==> config.mk <==
export PLATFORM = sky130hd
export DESIGN_NAME = qsound_mailbox
export DESIGN_NICKNAME = d
export VERILOG_FILES = /design/src/logic/dsp_link_pkg.sv /design/src/logic/qsound_mailbox.sv
export VERILOG_INCLUDE_DIRS = /design/src /design/src/logic
export SDC_FILE = /design/constraint.sdc
export NUM_CORES = 1
export LEC_CHECK = 0
export ABC_AREA = 1
export BUFFER_PORTS_ARGS = -buffer_cell sky130_fd_sc_hd__buf_2
export CORE_MARGIN = 3
export CORE_UTILIZATION = 30
export DETAILED_ROUTE_END_ITERATION = 10
export PLACE_DENSITY = 0.65
export SKIP_CTS_REPAIR_TIMING = 1
export SLEW_MARGIN = 0
export SYNTH_ARGS = -nofsm -noshare
export SYNTH_HDL_FRONTEND = slang
export SYNTH_SLANG_ARGS = --single-unit
==> constraint.sdc <==
create_clock -name clk48 -period 2.78 [get_ports clk48]
set_input_delay 0 -clock clk48 [delete_from_list [all_inputs] [get_ports clk48]]
set_output_delay 0 -clock clk48 [all_outputs]
set_load 0.01 [all_outputs]
==> src/logic/qsnd_macros.svh <==
// constants assume the CPS-1.5 sound map and an 8 MHz Z80 clock enable
`ifndef QSND_MACROS_SVH
`define QSND_MACROS_SVH

// interrupt timer length in cen8 ticks, 250 Hz at 8 MHz
`define QSND_INT_PERIOD 32000

// added to every access in the 8000-bfff bank window
`define QSND_BANK_BASE 19'h08000

// register numbers inside the d000 page
`define QSND_REG_DATA_HI 3'd0
`define QSND_REG_DATA_LO 3'd1
`define QSND_REG_ADDR    3'd2   // writing it starts a DSP transfer
`define QSND_REG_BANK    3'd3
`define QSND_REG_STATUS  3'd7

`endif
==> src/logic/dsp_link_pkg.sv <==
// DSP16 side types; serial audio is taken as parallel words, not shifted bits
package dsp_link_pkg;

    // outputs of the DSP16 core as seen by the glue
    typedef struct packed {
        logic        pids_n;    // parallel input strobe
        logic        pods_n;    // parallel output strobe
        logic        sadd;
        logic        psel;
        logic        ext_rq;
        logic        iack;
        logic [15:0] ab;
        logic [15:0] ser_out;
        logic [15:0] pbus_out;
    } dsp_port_t;

    // command built by the Z80 before it interrupts the DSP
    typedef struct packed {
        logic [7:0]  addr;
        logic [15:0] data;
    } qsnd_cmd_t;

    typedef struct packed {
        logic signed [15:0] left;
        logic signed [15:0] right;
    } stereo_t;

endpackage

==> src/logic/qsound_mailbox.sv <==
// DSP strobes are sampled on clk48, so their edges are seen one cycle late
`timescale 1ns/10ps
`include "qsnd_macros.svh"

module qsound_mailbox (
    input  logic                    clk48,
    input  logic                    rst,
    input  logic                    mbox_wr,
    input  logic [2:0]              reg_num,
    input  logic [7:0]              bus_din,
    input  dsp_link_pkg::dsp_port_t dsp,
    output dsp_link_pkg::qsnd_cmd_t cmd,
    output logic [15:0]             pbus_in,
    output logic                    dsp_irq,
    output logic                    dsp_rdy_n,
    output logic [22:0]             qsnd_addr
);

    logic [1:0] datasel;   // bit 1 selects the address byte
    logic       last_pids_n;
    logic       last_pods_n;
    logic       pids_rise;

    assign pids_rise = dsp.pids_n && !last_pids_n;
    assign dsp_rdy_n = ~(dsp_irq | dsp.iack);
    assign pbus_in   = datasel[1] ? {8'd0, cmd.addr} : cmd.data;

    always_ff @(posedge clk48, posedge rst) begin
        if (rst) begin
            cmd         <= '0;
            dsp_irq     <= 1'b0;
            datasel     <= 2'b00;
            last_pids_n <= 1'b1;
        end else begin
            last_pids_n <= dsp.pids_n;
            if (mbox_wr) begin
                case (reg_num)
                    `QSND_REG_DATA_HI: cmd.data[15:8] <= bus_din;
                    `QSND_REG_DATA_LO: cmd.data[7:0]  <= bus_din;
                    `QSND_REG_ADDR:    cmd.addr       <= bus_din;
                    default:           cmd            <= cmd;
                endcase
            end
            if (mbox_wr && reg_num == `QSND_REG_ADDR) begin
                dsp_irq <= 1'b1;
                datasel <= 2'b11;   // address first, then data
            end else if (pids_rise) begin
                dsp_irq <= 1'b0;
                datasel <= datasel >> 1;
            end
        end
    end

    // sample ROM address, low word from pbus, bank bits from ab
    always_ff @(posedge clk48, posedge rst) begin
        if (rst) begin
            qsnd_addr   <= 23'd0;
            last_pods_n <= 1'b1;
        end else begin
            last_pods_n <= dsp.pods_n;
            if (dsp.pods_n && !last_pods_n)
                qsnd_addr[15:0] <= dsp.pbus_out;
            if (dsp.ab[15])
                qsnd_addr[22:16] <= dsp.ab[6:0];
        end
    end

endmodule

==> flow_summary.ini <==
[clock_network]
root_buffer = clkbuf_8
path_clk_slew_ps = 90
numCtsBuffers = 5
cts.htree.levels = 2
cts_sinks = 50
cts_tree = built
clk_latency_ps = 300
cts_buffer_depth = 2

[sta]
maxClockFrequency_mhz = 634.0
hold_ws_ps = -50.40
worst_pin_slew_ps = 1028
post-route-period-util = 0.5674
slew_headroom = 0.3136
hold_violations = 51
rsz0062_at_grt = no
tns_ps = 0
period_needed_ps = 1577
drv_slew = 0
clock_skew_ps = 2.880
setup_violations = 0

[global_routing]
track_usage = 0.1398
grt_antenna_before_repair = 0
grt-ovfl-total = 0
grt_start_max_net_pins = 51
grt_pass1_wl_mm = 9.487
grt_pass1_vias = 1998

[route]
ant_nets = 0
drc = 0
wirelength_mm = 6.126
vias_per_cell = 4.337
vias = 2125
drtIter0Drc = 91
wl_per_cell_um = 12.50
dr.pass1.iters = 4

[synth]
yosys_most_used_dff = dfrtp_1
syn_area_per_cell_um2 = 8.400
async_flop_share = 1.000
synthCells = 258
syn_nets = 326
ys_ff_latch = 50
ys_warn_count = 0
ys_types = 16
yosys-top-cells-area = dfrtp_1 (55%), nand2_1 (20%), nand3_1 (9.2%), inv_1 (2.9%), dfstp_2 (2.4%)
synth_top_area_cell = dfrtp_1
synth.most_common_cell = nand2_1
synth.yosys.seq_area_share = 0.5785
synth_edf_count = 0
synth_area_mm2 = 0.002167
synth_top_area_frac = 0.5543
synth_common_cells = nand2_1 (113), dfrtp_1 (48), nand3_1 (40)

[floorplanning]
start_util = 0.3138
io_pins = 133
die_w_um = 90.99
fp.dieH_um = 90.99
dieArea_mm2 = 0.008279
placementRows = 30
core_area_mm2 = 0.006907

[setup_path]
crit_chain = inv_2 -> nand2_1 -> nand2_1 -> buf_2
r2r_setup_slack_ps = 1470
arrival_ps = 1580
r2r_cells = 4
crit_fanout = 20
crit_path_end_kind = primary output
r2r-start = last_pods_n
cp_slowest_stage_delay_ps = 770
critical_path.most_common_cell = nand2_1
critPathLaunchType = flop
cp.required_ps = 2780
slowest_stage = dfrtp_1
crit_type = flop to primary output
worstReg2RegEnd = qsnd_addr[12]

[finish]
antenna-diode-count = 0
nFillCells = 719
area_delta_synth_final_pct = 46.48
final_nets = 461
drive_above_1_share = 0.3223
final_cells = 490
final_util = 0.4596

[placed_design]
gp_congestion = 0.8004
dp.cells = 450
dp_hpwl_mm = 3.994
numPortBuffers = 105

[run]
max-cap-violations = 0

[status]
violations = negative hold slack
status = complete, but fails checks

[min_path]
hold_class = primary input to async pin

[pwr]
power.density_mw_per_mm2 = 582.6
p_leak_nw = 1.841
max-vdd-ir-drop_mv = 0.1916
==> placed cells by master, fill, tap and decap left out <==
cell type        n
nand2_1        113
buf_2          105
dfrtp_1         48
nand3_1         40
dlygate4sd3_1   32
inv_1           16
nor2_1           9
inv_2            6
clkbuf_8         6
o21ai_0          4
o21ai_1          4
nor2_4           3
nand2_4          2
dfstp_2          2
nor2_8           1
nand2_2          1
clkinv_2         1
clkbuf_1         1
==> registers in the layout, summed over array words and instances, names as in the netlist <==
register / flops
last_pods_n: 1
qsnd_addr: 23
last_pids_n: 1
dsp_irq: 1
cmd: 24
==> worst max-delay path by stage <==
stage,slack [ps],start,end
2_1_floorplan,1580,rst,cmd[0]
3_5_place_dp,1470,last_pods_n,qsnd_addr[2]
6_report,1200,dsp_irq,pbus_in[2]
3_3_place_gp,1500,last_pods_n,qsnd_addr[4]
4_1_cts,1140,dsp_irq,pbus_in[2]
5_1_grt,1040,dsp_irq,pbus_in[5]
==> critical path, delay by kind of cell (launching register included) <==
kind	cells	cell delay, ps
DFF	1	770
buffers and inverters	2	350
and+or+nand+nor	2	160
==> kinds of logic (layout without fill, tap and decap cells) <==
| logic type | Yosys count | in the layout | synth area share |
|---|---|---|---|
| buffers and inverters | 31 | 167 | 0.06120 |
| AO/OA/AOI/OAI | 8 | 8 | 0.01848 |
| flip-flops | 50 | 50 | 0.5785 |
| AND/OR/NAND/NOR | 169 | 169 | 0.3418 |
==> area by class of cell <==
class                   instances  area, um^2  area share
multi-input cells             177       780.7      0.2460
repair buffers                137       845.8      0.2665
clock inverters                 1       5.005    0.001577
clock buffers                   7       86.33     0.02720
well taps                      96       120.1     0.03784
inverters                      22       82.58     0.02602
flip-flops and latches         50        1254      0.3950
==> through the flow <==
stage | total power [W] | setup slack [ps] | cell area (um^2)
floorplan | 0.001166 | 1582 | 2167
global placement | 0.001387 | 1496 | 2763
detailed placement | 0.001399 | 1473 | 2763
CTS | 0.001837 | 1142 | 2854
global route | 0.001973 | 1035 | 3174
finish | 0.001849 | 1203 | 3174
==> per-layer routing <==
metal,global-route usage,wire length (um)
met5,0,0
met4,0.03015,34
met3,0.03480,379
met2,0.2452,3235
met1,0.1733,2477
==> power breakdown <==
group          internal, W  total [W]  leakage [nW]  switching, W
Combinational     0.000217   0.000499          1.17      0.000282
Sequential        0.000834   0.000915         0.619     0.0000805
Clock             0.000201   0.000435        0.0482      0.000234
Total              0.00125    0.00185          1.84      0.000596
No activity file was read; power rests on OpenSTA's default activity.
