## src/logic/qsnd_macros.svh

```systemverilog
// constants assume the CPS-1.5 sound map and an 8 MHz Z80 clock enable
`ifndef QSND_MACROS_SVH
`define QSND_MACROS_SVH

// interrupt timer length in cen8 ticks, 250 Hz at 8 MHz
`define QSND_INT_PERIOD 32000

// added to every access in the 8000-bfff bank window
`define QSND_BANK_BASE 19'h08000

// register numbers inside the d000 page
`define QSND_REG_DATA_HI 3'd0
`define QSND_REG_DATA_LO 3'd1
`define QSND_REG_ADDR    3'd2   // writing it starts a DSP transfer
`define QSND_REG_BANK    3'd3
`define QSND_REG_STATUS  3'd7

`endif
```

## src/logic/dsp_link_pkg.sv

```systemverilog
// DSP16 side types; serial audio is taken as parallel words, not shifted bits
package dsp_link_pkg;

    // outputs of the DSP16 core as seen by the glue
    typedef struct packed {
        logic        pids_n;    // parallel input strobe
        logic        pods_n;    // parallel output strobe
        logic        sadd;
        logic        psel;
        logic        ext_rq;
        logic        iack;
        logic [15:0] ab;
        logic [15:0] ser_out;
        logic [15:0] pbus_out;
    } dsp_port_t;

    // command built by the Z80 before it interrupts the DSP
    typedef struct packed {
        logic [7:0]  addr;
        logic [15:0] data;
    } qsnd_cmd_t;

    typedef struct packed {
        logic signed [15:0] left;
        logic signed [15:0] right;
    } stereo_t;

endpackage

```

## src/logic/qsound_audio.sv

```systemverilog
// ser_out is taken as a parallel word; output is a plain two-point average, no stale override
`timescale 1ns/10ps

module qsound_audio (
    input  logic                    clk48,
    input  logic                    rst,
    input  dsp_link_pkg::dsp_port_t dsp,
    output dsp_link_pkg::stereo_t   out,
    output logic                    sample
);
    import dsp_link_pkg::*;

    stereo_t cap;   // last words from the DSP
    logic    last_sadd;
    logic    last_psel;

    always_ff @(posedge clk48, posedge rst) begin
        if (rst) begin
            cap       <= '0;
            out       <= '0;
            sample    <= 1'b0;
            last_sadd <= 1'b0;
            last_psel <= 1'b0;
        end else begin
            last_sadd <= dsp.sadd;
            last_psel <= dsp.psel;
            sample    <= 1'b0;
            if (!dsp.sadd && last_sadd) begin
                if (!dsp.psel)
                    cap.left <= dsp.ser_out;
                else
                    cap.right <= dsp.ser_out;
            end
            if (dsp.psel && !last_psel) begin
                sample    <= 1'b1;
                out.left  <= ($signed(out.left) >>> 1) + ($signed(cap.left) >>> 1);
                out.right <= ($signed(out.right) >>> 1) + ($signed(cap.right) >>> 1);
            end
        end
    end

endmodule

```

## config.mk

```make
export PLATFORM = sky130hd
export DESIGN_NAME = qsound_audio
export DESIGN_NICKNAME = d
export VERILOG_FILES = /design/src/logic/qsnd_macros.svh /design/src/logic/dsp_link_pkg.sv /design/src/logic/qsound_audio.sv
export SDC_FILE = /design/constraint.sdc
export NUM_CORES = 1
export LEC_CHECK = 0
export BUFFER_PORTS_ARGS = -buffer_cell sky130_fd_sc_hd__buf_4
export CAP_MARGIN = 20
export CORE_UTILIZATION = 39
export CTS_CLUSTER_SIZE = 14
export DETAILED_ROUTE_END_ITERATION = 10
export GPL_TIMING_DRIVEN = 0
export RECOVER_POWER = 100
export SYNTH_ARGS = -nofsm -noshare
export SYNTH_HDL_FRONTEND = slang
export SYNTH_SLANG_ARGS = --single-unit
```

## constraint.sdc

```tcl
create_clock -name clk48 -period 4.88 [get_ports clk48]
set_input_delay 0.488 -clock clk48 [delete_from_list [all_inputs] [get_ports clk48]]
set_output_delay 0.488 -clock clk48 [all_outputs]
set_load 0.05 [all_outputs]
```

==> metrics.csv <==
stage,metric,value,unit
drt,final_wirelength,8960,µm
timing,hold-worst-slack,0.296,ns
power,sw_frac_of_total,49.2,%
timing,final_number_of_setup_violating_endpoints,0,
timing,timing.fmax,0.359,GHz
cells_and_area,area_growth_syn_to_layout,15.5,%
drt,drcViolationCount,0,
global_routing,globalRoute.busiestLayer,met2,
cts,clkSlewWorstSetupHoldPaths,0.07,ns
timing,min_period,2.78,ns
die,dieArea,10200,µm²
timing,skew,0.00897,ns
outcome,status,"finished, violations left",
cts,clock_tree.root_cell,clkbuf_8,
power,ir_worst_vdd,0.299,mV
critical_path,worstSetupPathType,reg2reg,
critical_path,category_of_the_worst_setup_path_capture_point,flop,
timing,slew_violations,31,
yosys,synthesis.area,3810,µm²
global_routing,grt_first_pass_wirelength,15000,µm
power,power_switching,1480,µW
cts,cts_resized,0,
yosys,synth.yosys.seq_area_share,42.7,%
global_routing,grt_use_total,19.1,%
yosys,ys_async_sr_fraction,100,%
cts,h-tree-depth,3,
drt,post_drt_wl_per_cell,15.5,µm
drt,total_number_of_vias,3119,
drt,detailedRoute.firstIterationViolations,123,
cells_and_area,n_antenna_cell,0,
die,chipWidth,101,µm
flow_run,cap_viol_max_count,1,
timing,setup_repair_after_global_routing_missed_its_margin,false,
placed_design,place.detailed.hpwl,6830,µm
critical_path,timing.critical_path.required,5.11,ns
yosys,flop_and_latch_count_out_of_synthesis,65,
die,design.core.area,9370,µm²
placed_design,port-buffer-count,51,
power,internal_power_component,1520,µW
die,num_rows,35,
cts,cts_buffers,9,
die,floorplan.initialDensity,40.7,%
critical_path,cp-start-kind,flop,
yosys,yosys.cell_types.count,46,
die,die_height,101,µm
cts,cts_max_path_buffers,2,
drt,antenna_violating_nets_post_route,0,
timing,slew_hr,-5.54,%
power,combinationalPowerShare,56.6,%
global_routing,number_of_global_route_vias_before_repair,3138,
placed_design,gp_congestion,0.848,
critical_path,worstPathArrival,3.02,ns
yosys,ys.warnings.count,0,
global_routing,met3_usage,4.65,%
global_routing,global_route.overflow_total,0,
global_routing,grt.met1_usage,25.7,%
timing,setup-tns-final,0,ns
yosys,number_of_flops_mapped_to_enable_cells_by_yosys,0,
critical_path,timing.critical_path.fanout_max,7,
cts,insertion_delay,0.33,ns
hold_path,min_path_type,in2reg,
power,leakagePower,0.00198,µW
power,p_per_area,681,nW/µm²
cts,tritoncts_clock_tree,yes,
timing,tightest_slew,1.58,ns
cts,cts.hold.buffers_added,0,
drt,drt-vias-per-instance,5.41,
yosys,synth-main-ff-cell,dfrtp_1,
global_routing,grt_max_degree,37,
global_routing,antenna_violations_before_repair,0,
timing,hold_viol_final,0,
power,power.sequential.fraction,28.6,%
cts,cts.repair_timing.setup_buffer_count,0,
drt,drt_pre_antenna_iters,4,
timing,final.period_utilization,57.0,%
cts,clock_sink_count,65,
yosys,synthesis.instances,380,
yosys,synth.net_count,468,
power,p_clk_share,14.8,%
outcome,violations,"max-capacitance violations, max-slew violations",
die,ioPinCount,89,
yosys,post_synth.cell_area_avg,10.0,µm²
cells_and_area,layout-drive-gt1-share,14.7,%
cells_and_area,fin_nets,531,
global_routing,global_route.usage.met2,30.8,%
cell usage after synthesis, types with 4 or more instances:
library cell / count / area (µm²)
dfrtp_1: 65 / 1630
o21ai_0: 34 / 170
o311ai_0: 4 / 35.0
ha_1: 30 / 375
nor3b_1: 6 / 45.0
xnor2_1: 8 / 70.1
nand2_1: 53 / 199
nand3_1: 6 / 30.0
a21oi_1: 33 / 165
a21o_1: 15 / 113
nor3_1: 4 / 20.0
mux2_2: 32 / 360
nand4_1: 8 / 50.1
xor2_1: 4 / 35.0
clkbuf_1: 12 / 45.0
o21a_1: 4 / 30.0
inv_1: 9 / 33.8
nor2_1: 9 / 33.8
layout make-up:
type / instances / area, µm²
Tap cell: 129 / 161
Fill cell: 954 / 4970
Sequential cell: 65 / 1630
Multi-Input combinational cell: 292 / 2080
Buffer: 13 / 48.8
Timing Repair Buffer: 52 / 255
Clock buffer: 13 / 149
Inverter: 10 / 37.5
Clock inverter: 3 / 40.0
path summary, 6_finish.rpt:
check                           startpoint        end  slack [ns]  cells past startpoint
worst min-delay path               dsp[51]  last_sadd        0.30                      1
max in group asynchronous              rst    cap[10]        2.22                      3
worst min register to register     out[16]    out[16]        0.47                      2
worst max register to register      out[7]    out[15]        2.10                      6
min in group asynchronous              rst    out[30]        0.56                      2
worst max-delay path                out[7]    out[15]        2.10                      6
per-layer routing:
| layer | up-vias | wire length (µm) |
|---|---|---|
| met3 | 9 | 419 |
| li1 | 1520 | - |
| met1 | 1521 | 4330 |
| met5 | - | 0 |
| met4 | 0 | 99 |
| met2 | 69 | 4120 |
flip-flops by register name (all words and copies together) (netlist names):
register,cells
last_sadd,1
cap,30
sample,1
out,32
last_psel,1
through the flow:
stage               cells  utilization, %  instance area [µm²]  setup slack, ns  total power (µW)
detailed placement    561            46.7                 4380             2.47              2690
CTS                   577            48.7                 4570             2.62              3150
global placement      560            46.5                 4360             1.90              2650
finish                577            47.0                 4400             2.10              3000
global route          577            47.0                 4400             1.57              3240
floorplan             380               -                 3810             2.49              2230
cells by family (layout without fill, tap and decap cells):
logic type / after synthesis / count (layout) / share of synthesized area [%]
simple gates: 102 / 102 / 13.1
fa+ha+maj: 32 / 32 / 10.9
buf+inv: 23 / 91 / 2.30
compound gates: 114 / 114 / 18.8
mux: 32 / 32 / 9.45
flops: 65 / 65 / 42.7
xor+xnor: 12 / 12 / 2.76
cells in the final DEF (no fill, tap or decap), types with 10 or more instances in the layout:
cell type | netlist | layout
mux2_2 | 32 | 32
dfrtp_1 | 65 | 65
clkbuf_8 | 0 | 10
a21o_1 | 15 | 15
a21oi_1 | 33 | 34
nand2_1 | 53 | 53
o21ai_0 | 34 | 34
clkbuf_1 | 12 | 52
buf_4 | 0 | 15
ha_1 | 30 | 30
critical path, cell delays in order, from the launching register on:
cell and delay, ns:
dfrtp_1 0.41, ha_1 0.39, a21o_1 0.22, nor2b_1 0.14, a2111oi_0 0.97, a21boi_0 0.30
o21ai_0 0.27
power by group through the flow:
stage	logic, µW	registers, µW	clock network (µW)
after floorplan	958	1270	0
after global placement	1780	871	0
after detailed placement	1810	876	0
after CTS	1820	866	461
after global routing	1880	883	476
final	1700	858	443
Power figures use the tool's default switching activity.
