### config.mk
export PLATFORM = sky130hd
export DESIGN_NAME = z80_cycle_ctrl
export DESIGN_NICKNAME = d
export VERILOG_FILES = /design/src/logic/z80_cycle_ctrl.sv
export VERILOG_INCLUDE_DIRS = /design/src /design/src/logic
export SDC_FILE = /design/constraint.sdc
export NUM_CORES = 1
export LEC_CHECK = 0
export CAP_MARGIN = 20
export CORE_ASPECT_RATIO = 1.1
export CORE_MARGIN = 8
export CORE_UTILIZATION = 46
export DETAILED_ROUTE_END_ITERATION = 16
export DONT_BUFFER_PORTS = 1
export HOLD_SLACK_MARGIN = 0.06
export PLACE_DENSITY = 0.6
export SLEW_MARGIN = 20
export SYNTH_ARGS = -nofsm -noshare
export SYNTH_HDL_FRONTEND = slang
export SYNTH_SLANG_ARGS = --single-unit
### constraint.sdc
create_clock -name clk48 -period 1.7 [get_ports clk48]
set_input_delay 0.425 -clock clk48 [delete_from_list [all_inputs] [get_ports clk48]]
set_output_delay 0.425 -clock clk48 [all_outputs]
set_load 0.01 [all_outputs]
### src/logic/qsnd_macros.svh
// constants assume the CPS-1.5 sound map and an 8 MHz Z80 clock enable
`ifndef QSND_MACROS_SVH
`define QSND_MACROS_SVH

// interrupt timer length in cen8 ticks, 250 Hz at 8 MHz
`define QSND_INT_PERIOD 32000

// added to every access in the 8000-bfff bank window
`define QSND_BANK_BASE 19'h08000

// register numbers inside the d000 page
`define QSND_REG_DATA_HI 3'd0
`define QSND_REG_DATA_LO 3'd1
`define QSND_REG_ADDR    3'd2   // writing it starts a DSP transfer
`define QSND_REG_BANK    3'd3
`define QSND_REG_STATUS  3'd7

`endif
### src/logic/z80_cycle_ctrl.sv
// only the first opcode fetch at 4000 or above after reset gets the extra wait
`timescale 1ns/10ps
`include "qsnd_macros.svh"

module z80_cycle_ctrl (
    input  logic       clk48,
    input  logic       rst,
    input  logic       cen8,
    input  logic       m1_n,
    input  logic       iorq_n,
    input  logic [3:0] addr_page,
    output logic       int_n,
    output logic       cpu_cen
);

    logic [14:0] cnt;
    logic        cnt_over;
    logic        idle;        // masks one cen8 tick
    logic        wait_used;

    assign cnt_over = cnt == 15'(`QSND_INT_PERIOD - 1);
    assign cpu_cen  = cen8 & ~idle;

    always_ff @(posedge clk48, posedge rst) begin
        if (rst) begin
            cnt   <= 15'd0;
            int_n <= 1'b1;
        end else if (cen8) begin
            cnt <= cnt_over ? 15'd0 : cnt + 15'd1;
            if (!m1_n && !iorq_n)
                int_n <= 1'b1;   // acknowledge cycle
            else if (cnt_over)
                int_n <= 1'b0;
        end
    end

    always_ff @(posedge clk48, posedge rst) begin
        if (rst) begin
            idle      <= 1'b0;
            wait_used <= 1'b0;
        end else if (cen8) begin
            idle <= 1'b0;
            if (addr_page >= 4'h4 && !m1_n && !wait_used) begin
                idle      <= 1'b1;
                wait_used <= 1'b1;
            end
        end
    end

endmodule

==> results.md, run 1 <==
- Status: completed
- Detail Placement HPWL: approximately 1.2 mm
- Initial antenna violation count: 0
- Synth Instances: between 80 and 90
- GR peak layer: met2
- Hold Crit Class: input port to asynchronous set/reset pin
- CTS max path bufs: 2
- Cells after DPL: ~120
- Crit path from: cnt[0]$_DFFE_PP0P_
- Drt wl/cell: between 10 and 15 um
- Fin worst setup slack: approximately 0.2 ns
- Max Cap Viol: 0
- Clock skew: approximately 0.0086 ns
- Worst R2R Setup Slack: 0.20 ns
- Avg Inst Size Synth: roughly 10 um2
- M3 GR Usage: around 2.0%
- Crit Reg-Reg Startpoint: cnt[0]$_DFFE_PP0P_
- First-pass GRT wire length: between 2 and 3 mm
- Final wirelength: about 1.6 mm
- Post-synthesis compound-gate area fraction: 5.80%
- RD Place Congestion: about 0.70
- Clock latency on the worst-skew pair: approximately 0.29 ns
- Final Cycle Share: about nine tenths
- Final Max Slew Viols: 0
- Antenna Cells: 0
- Initial Util: 47.4%
- Pre-antenna DRT Iters: 4
- Register bit total from synthesis: 18
- Most frequent cells after synthesis: 17 x dfrtp_1, 11 x nor2_1, 10 x xnor2_1, 5 x nand2_1, 5 x nand4_1
- Main synth FF type: dfrtp_1
- Gr ovfl total: 0
- Worst Reg-to-Reg Cells: 5
- CP required: ~1.9 ns
- Post-synthesis mux area share: ~1.1%
- Fin crit period: 1.50 ns
- Clock transition at the registers of the reported paths: approximately 0.11 ns
- Setup_tns: 0 ns
- GR Util met2: roughly 15%
- Area delta synth->final: 6.61%
- Slew margin rel.: 56.3%
- Final core occ: between 50% and 60%
- Filler Cells Inserted: 190
- Via density: between 5 and 6
- Register area: roughly 450 um2
- EDFF count, synth: 0
- Core Area: ~0.0020 mm2
- Cts bufs inserted: 3
- Pre-CTS setup slack: 0.226 ns
- Met1 global-route usage: 11.5%
- Pin count of the biggest net entering global routing: 19
- DRC: 0
- Setup bufs post-CTS: 0
- Post-synthesis cell area: roughly 930 um2
- Fmax: 666 MHz
- Post-synth ARST share: 100%
- Synth top area share: 45.9%
- Final Hold Fails: 0
- Max FO, Critical Path: 6
- Final hold slack: ~0.098 ns
- Post_cts resized: 0
- Startpoint Class: register
- Largest area contributor in the netlist: dfrtp_1
- Antenna Nets Post-Route: 0
- # port buffers: 0
- Synth Area in Simple Gates: ~28%
- Number of global-route vias before repair: 637
- Crit end category: register
- Synth top area cells: dfrtp_1 46%, xnor2_1 9.4%, nor2_1 4.5%
- Root Driver: clkbuf_4
- Worst slew pin tran: approximately 0.66 ns
- Width of the die: ~60 um
- Htree depth: 1
- GR Util All Layers: 9.67%
- Distinct cells, synth: 33
- Peak VDD IR: slightly above 0.0007 V
- Largest family of logic cells by synthesized area: simple AND/OR/NAND/NOR gates
- CTS Sinks: 18
- Die area: about 0.0037 mm2
- Die Ht: ~63 um
- Post-Synth XOR/XNOR Area: approximately 11%
- Via count: between 600 and 700
- Nets: 102
- Multi-input logic area: 439 um2
- Hold-fix buffers, CTS: 0
- Reg2Reg Capture Point: cnt[7]$_DFFE_PP0P_
- Warnings, synthesis: 0
- Leakage: between 0.4 and 0.5 nW
- Sequential fraction of the synthesis area: 48.7%
- Syn nets: 99
- CTS tree: done
- IO Count: 11
- Share of cells above drive strength 1: a little over an eighth
- Unrepaired setup endpoints after global routing: false
- Number of cells in the finished layout apart from fillers: ~120
- Crit path to: cnt[7]$_DFFE_PP0P_
- Starting DRT DRC Count: 8
- Setup CP Type: register to register
- Cell Rows: 17
- Adder-Cell Fraction of Synth Area: under 10%
- P per Cell Area: ~1100 mW/mm2
- Arr. time, crit path: between 1.5 and 2 ns
- Top-count cell post-synth: dfrtp_1
- Final setup viols: 0
worst min-delay path by stage:
stage | from | endpoint | slack (ns) | cells after the start
6_report | rst | cnt[0]$_DFFE_PP0P_ | 0.1 | 1
5_1_grt | rst | cnt[7]$_DFFE_PP0P_ | 0.17 | 1
4_1_cts | rst | wait_used$_DFFE_PP0P_ | 0.13 | 1
3_5_place_dp | rst | wait_used$_DFFE_PP0P_ | 0.45 | 1
3_3_place_gp | rst | cnt[11]$_DFFE_PP0P_ | 0.45 | 1
2_1_floorplan | rst | cnt[0]$_DFFE_PP0P_ | 0.36 | 1
metrics by stage:
step	total power, mW	cell area (um2)
floorplan	0.797	927
global placement	0.856	952
detailed placement	0.861	952
CTS	1.12	988
global route	1.18	988
finish	1.11	988
sequential cells by signal, summed over array words and instances, names as in the netlist:
| signal | flops |
|---|---|
| wait_used | 1 |
| cnt | 15 |
| idle | 1 |
| int_n | 1 |
cells in the final DEF, fill, tap and decap left out, types with 2 or more instances in the layout:
cell and count:
a31oi_1 2, and3_1 2, and4_1 2, buf_4 2
clkbuf_4 3, dfrtp_1 17, inv_1 3, nand2_1 5
nand2b_1 2, nand3_1 3, nand3b_1 2, nand4_1 5
nor2_1 11, o22ai_1 2, xnor2_1 10, xor2_1 2
power breakdown:
group | internal (mW) | total (mW) | switching [mW]
Sequential | 0.509 | 0.625 | 0.115
Clock | 0.130 | 0.263 | 0.132
Combinational | 0.118 | 0.227 | 0.108
Total | 0.758 | 1.11 | 0.356
cells by family after synthesis:
kind of cell / after synthesis
xor gates and xnor gates: 12
muxes: 1
buffers and inverters: 7
DFF: 18
AOI/OAI and AO/OA: 8
adders and majority gates: 1
and+or+nand+nor: 42
layer usage:
layer	part of all wire, %	wire length (um)
met5	0	0
met4	1.1	17
met3	2.2	35
met2	49	789
met1	48	769
area by class of cell:
type / instances / share of cell area, %
clock buffer: 4 / 3.67
sequential: 18 / 45.7
inverter: 3 / 1.14
multi-input combinational: 64 / 44.4
timing repair buffer: 2 / 1.52
tap: 28 / 3.54
critical path: stages, from the launching register on:
cell      delay [ns]
dfrtp_1         0.41
ha_1            0.19
nand4_1         0.14
and4bb_2        0.42
buf_4           0.18
nor2_1          0.05
No activity file was read; power rests on OpenSTA's default activity.
==> inputs of run 2 (changes only) <==
==> constraint.sdc (replaced) <==
create_clock -name clk48 -period 1.7 [get_ports clk48]
set_input_delay 0.085 -clock clk48 [delete_from_list [all_inputs] [get_ports clk48]]
set_output_delay 0.085 -clock clk48 [all_outputs]
set_load 0.01 [all_outputs]
==> results.md, run 2 (synthesis gave the netlist of run 1 again) <==
- Final setup viols: 0
- RD Place Congestion: around 0.70
- Gr ovfl total: 0
- Most common cell after layout, fill and taps aside: dfrtp_1
- Pre-antenna DRT Iters: 4
- Crit Reg-Reg Startpoint: cnt[0]$_DFFE_PP0P_
- Hold EP: cnt[13]$_DFFE_PP0P_
- Hold Crit Class: input port to register
- CP required: 1.92 ns
- Post_cts resized: 0
- Largest Register: cnt
- Pin count of the biggest net entering global routing: 19
- Cts bufs inserted: 3
- Starting DRT DRC Count: 10
- Startpoint Class: input port
- Fmax: ~650 MHz
- Filler Cells Inserted: about 190
- Core Area: roughly 0.002 mm2
- GR Util All Layers: 10.6%
- Worst hold start: cen8
- CTS max path bufs: 2
- Final Max Slew Viols: 0
- Clock skew: 0.0161 ns
- Area delta synth->final: 13.1%
- Max FO, Critical Path: 7
- Leakage: between 0.4 and 0.5 nW
- Post-layout instance area: approximately 0.0010 mm2
- Share of cells above drive strength 1: between 10 and 15%
- Peak VDD IR: around 0.00069 V
- Htree depth: 1
- Final Cycle Share: between 90 and 100%
- Width of the die: around 59 um
- Detail Placement HPWL: 1.19 mm
- Final wirelength: 1.69 mm
- IO Count: 11
- Clock transition at the registers of the reported paths: approximately 0.090 ns
- Initial Util: a little under half
- Crit end category: register
- Final Hold Fails: 0
- Drt wl/cell: approximately 13 um
- Initial antenna violation count: 0
- Arr. time, crit path: roughly 1.8 ns
- Antenna Nets Post-Route: 0
- Max reg flops: 15
- Root Driver: clkbuf_4
- Worst R2R Setup Slack: 0.21 ns
- Cell Rows: 17
- Fin crit period: about 1.5 ns
- Number of global-route vias before repair: just under 700
- Worst slew pin tran: approximately 0.66 ns
- Die Ht: approximately 63 um
- P per Cell Area: ~1000 mW/mm2
- Setup bufs post-CTS: 0
- Worst Reg-to-Reg Cells: 5
- # port buffers: 0
- Setup CP Type: input port to register
- Hold depth: 4
- Via density: roughly 5.2
- Placed cell areas: approximately 950 um2
- Multi-input logic area: 439 um2
- Unrepaired setup endpoints after global routing: false
- Max Cap Viol: 0
- Reg2Reg Capture Point: cnt[7]$_DFFE_PP0P_
- Die area: 0.00371 mm2
- Setup_tns: 0 ns
- Register area: approximately 450 um2
- Antenna Cells: 0
- CTS Sinks: 18
- CTS tree: done
- Via count: approximately 660
- First-pass GRT wire length: about 3.1 mm
- Clock latency on the worst-skew pair: slightly below 0.3 ns
- Status: completed
- Commonest cells after routing, fill and taps aside: 17 x dfrtp_1, 11 x nor2_1, 10 x xnor2_1, 7 x dlygate4sd3_1
- Nets: between 100 and 150
- DRC: 0
- Slew margin rel.: a little under three fifths
==> run 2: changes by cell type in the layout (fill, tap and decap cells not counted) <==
| cell | delta |
|---|---|
| dlygate4sd3_1 | +7 |
| clkbuf_1 | +1 |
| clkbuf_8 | -1 |
==> run 2: metrics by stage <==
stage / hold slack, ns / utilization, % / worst slack, ns / total power, mW / std cells
2_1_floorplan: 0.0228 / - / 0.306 / 0.797 / 89
3_3_place_gp: 0.112 / 48.7 / 0.219 / 0.856 / 115
3_5_place_dp: 0.122 / 48.7 / 0.227 / 0.862 / 115
4_1_cts: 0.113 / 53.6 / 0.173 / 1.10 / 126
5_1_grt: 0.150 / 53.6 / 0.0729 / 1.16 / 126
6_report: 0.126 / 53.6 / 0.156 / 1.08 / 126
==> run 2: layout make-up <==
type	count	share of cell area (%)
Multi-Input combinational cell	64	41.9
Sequential cell	18	43.1
Clock buffer	4	2.51
Inverter	3	1.07
Timing Repair Buffer	9	8.11
Tap cell	28	3.34
==> run 2: where the power goes <==
group / switching (mW) / internal [mW]
clock: 0.127 / 0.0911
combinational: 0.117 / 0.127
sequential: 0.112 / 0.509
total: 0.357 / 0.727
==> run 2: worst max path at each step <==
stage                                  start                   to  slack, ns
after global routing                    cen8     idle$_DFFE_PP0P_       0.07
after global placement    cnt[0]$_DFFE_PP0P_   cnt[5]$_DFFE_PP0P_       0.22
after CTS                               cen8     idle$_DFFE_PP0P_       0.17
after floorplan           cnt[0]$_DFFE_PP0P_  cnt[10]$_DFFE_PP0P_       0.31
final                                   cen8     idle$_DFFE_PP0P_       0.16
after detailed placement  cnt[0]$_DFFE_PP0P_   cnt[3]$_DFFE_PP0P_       0.23
==> run 2: worst max-delay path, stage by stage <==
cell and delay (ns):
dlygate4sd3_1 0.71, nand2b_1 0.12, o21bai_1 0.19, o22ai_1 0.11, dlygate4sd3_1 0.56
==> run 2: timing repair <==
action	CTS	global route
endpoints found under the setup margin	0	0
hold buffers	7	0
endpoints found under the hold margin	25	0
==> run 2: layer usage <==
layer	track usage [%]	part of all wire, %	wire length (um)
met3	2.23	3.4	57
met4	6.29	1.6	27
met5	0	0	0
met1	12.9	47	787
met2	16.5	48	813
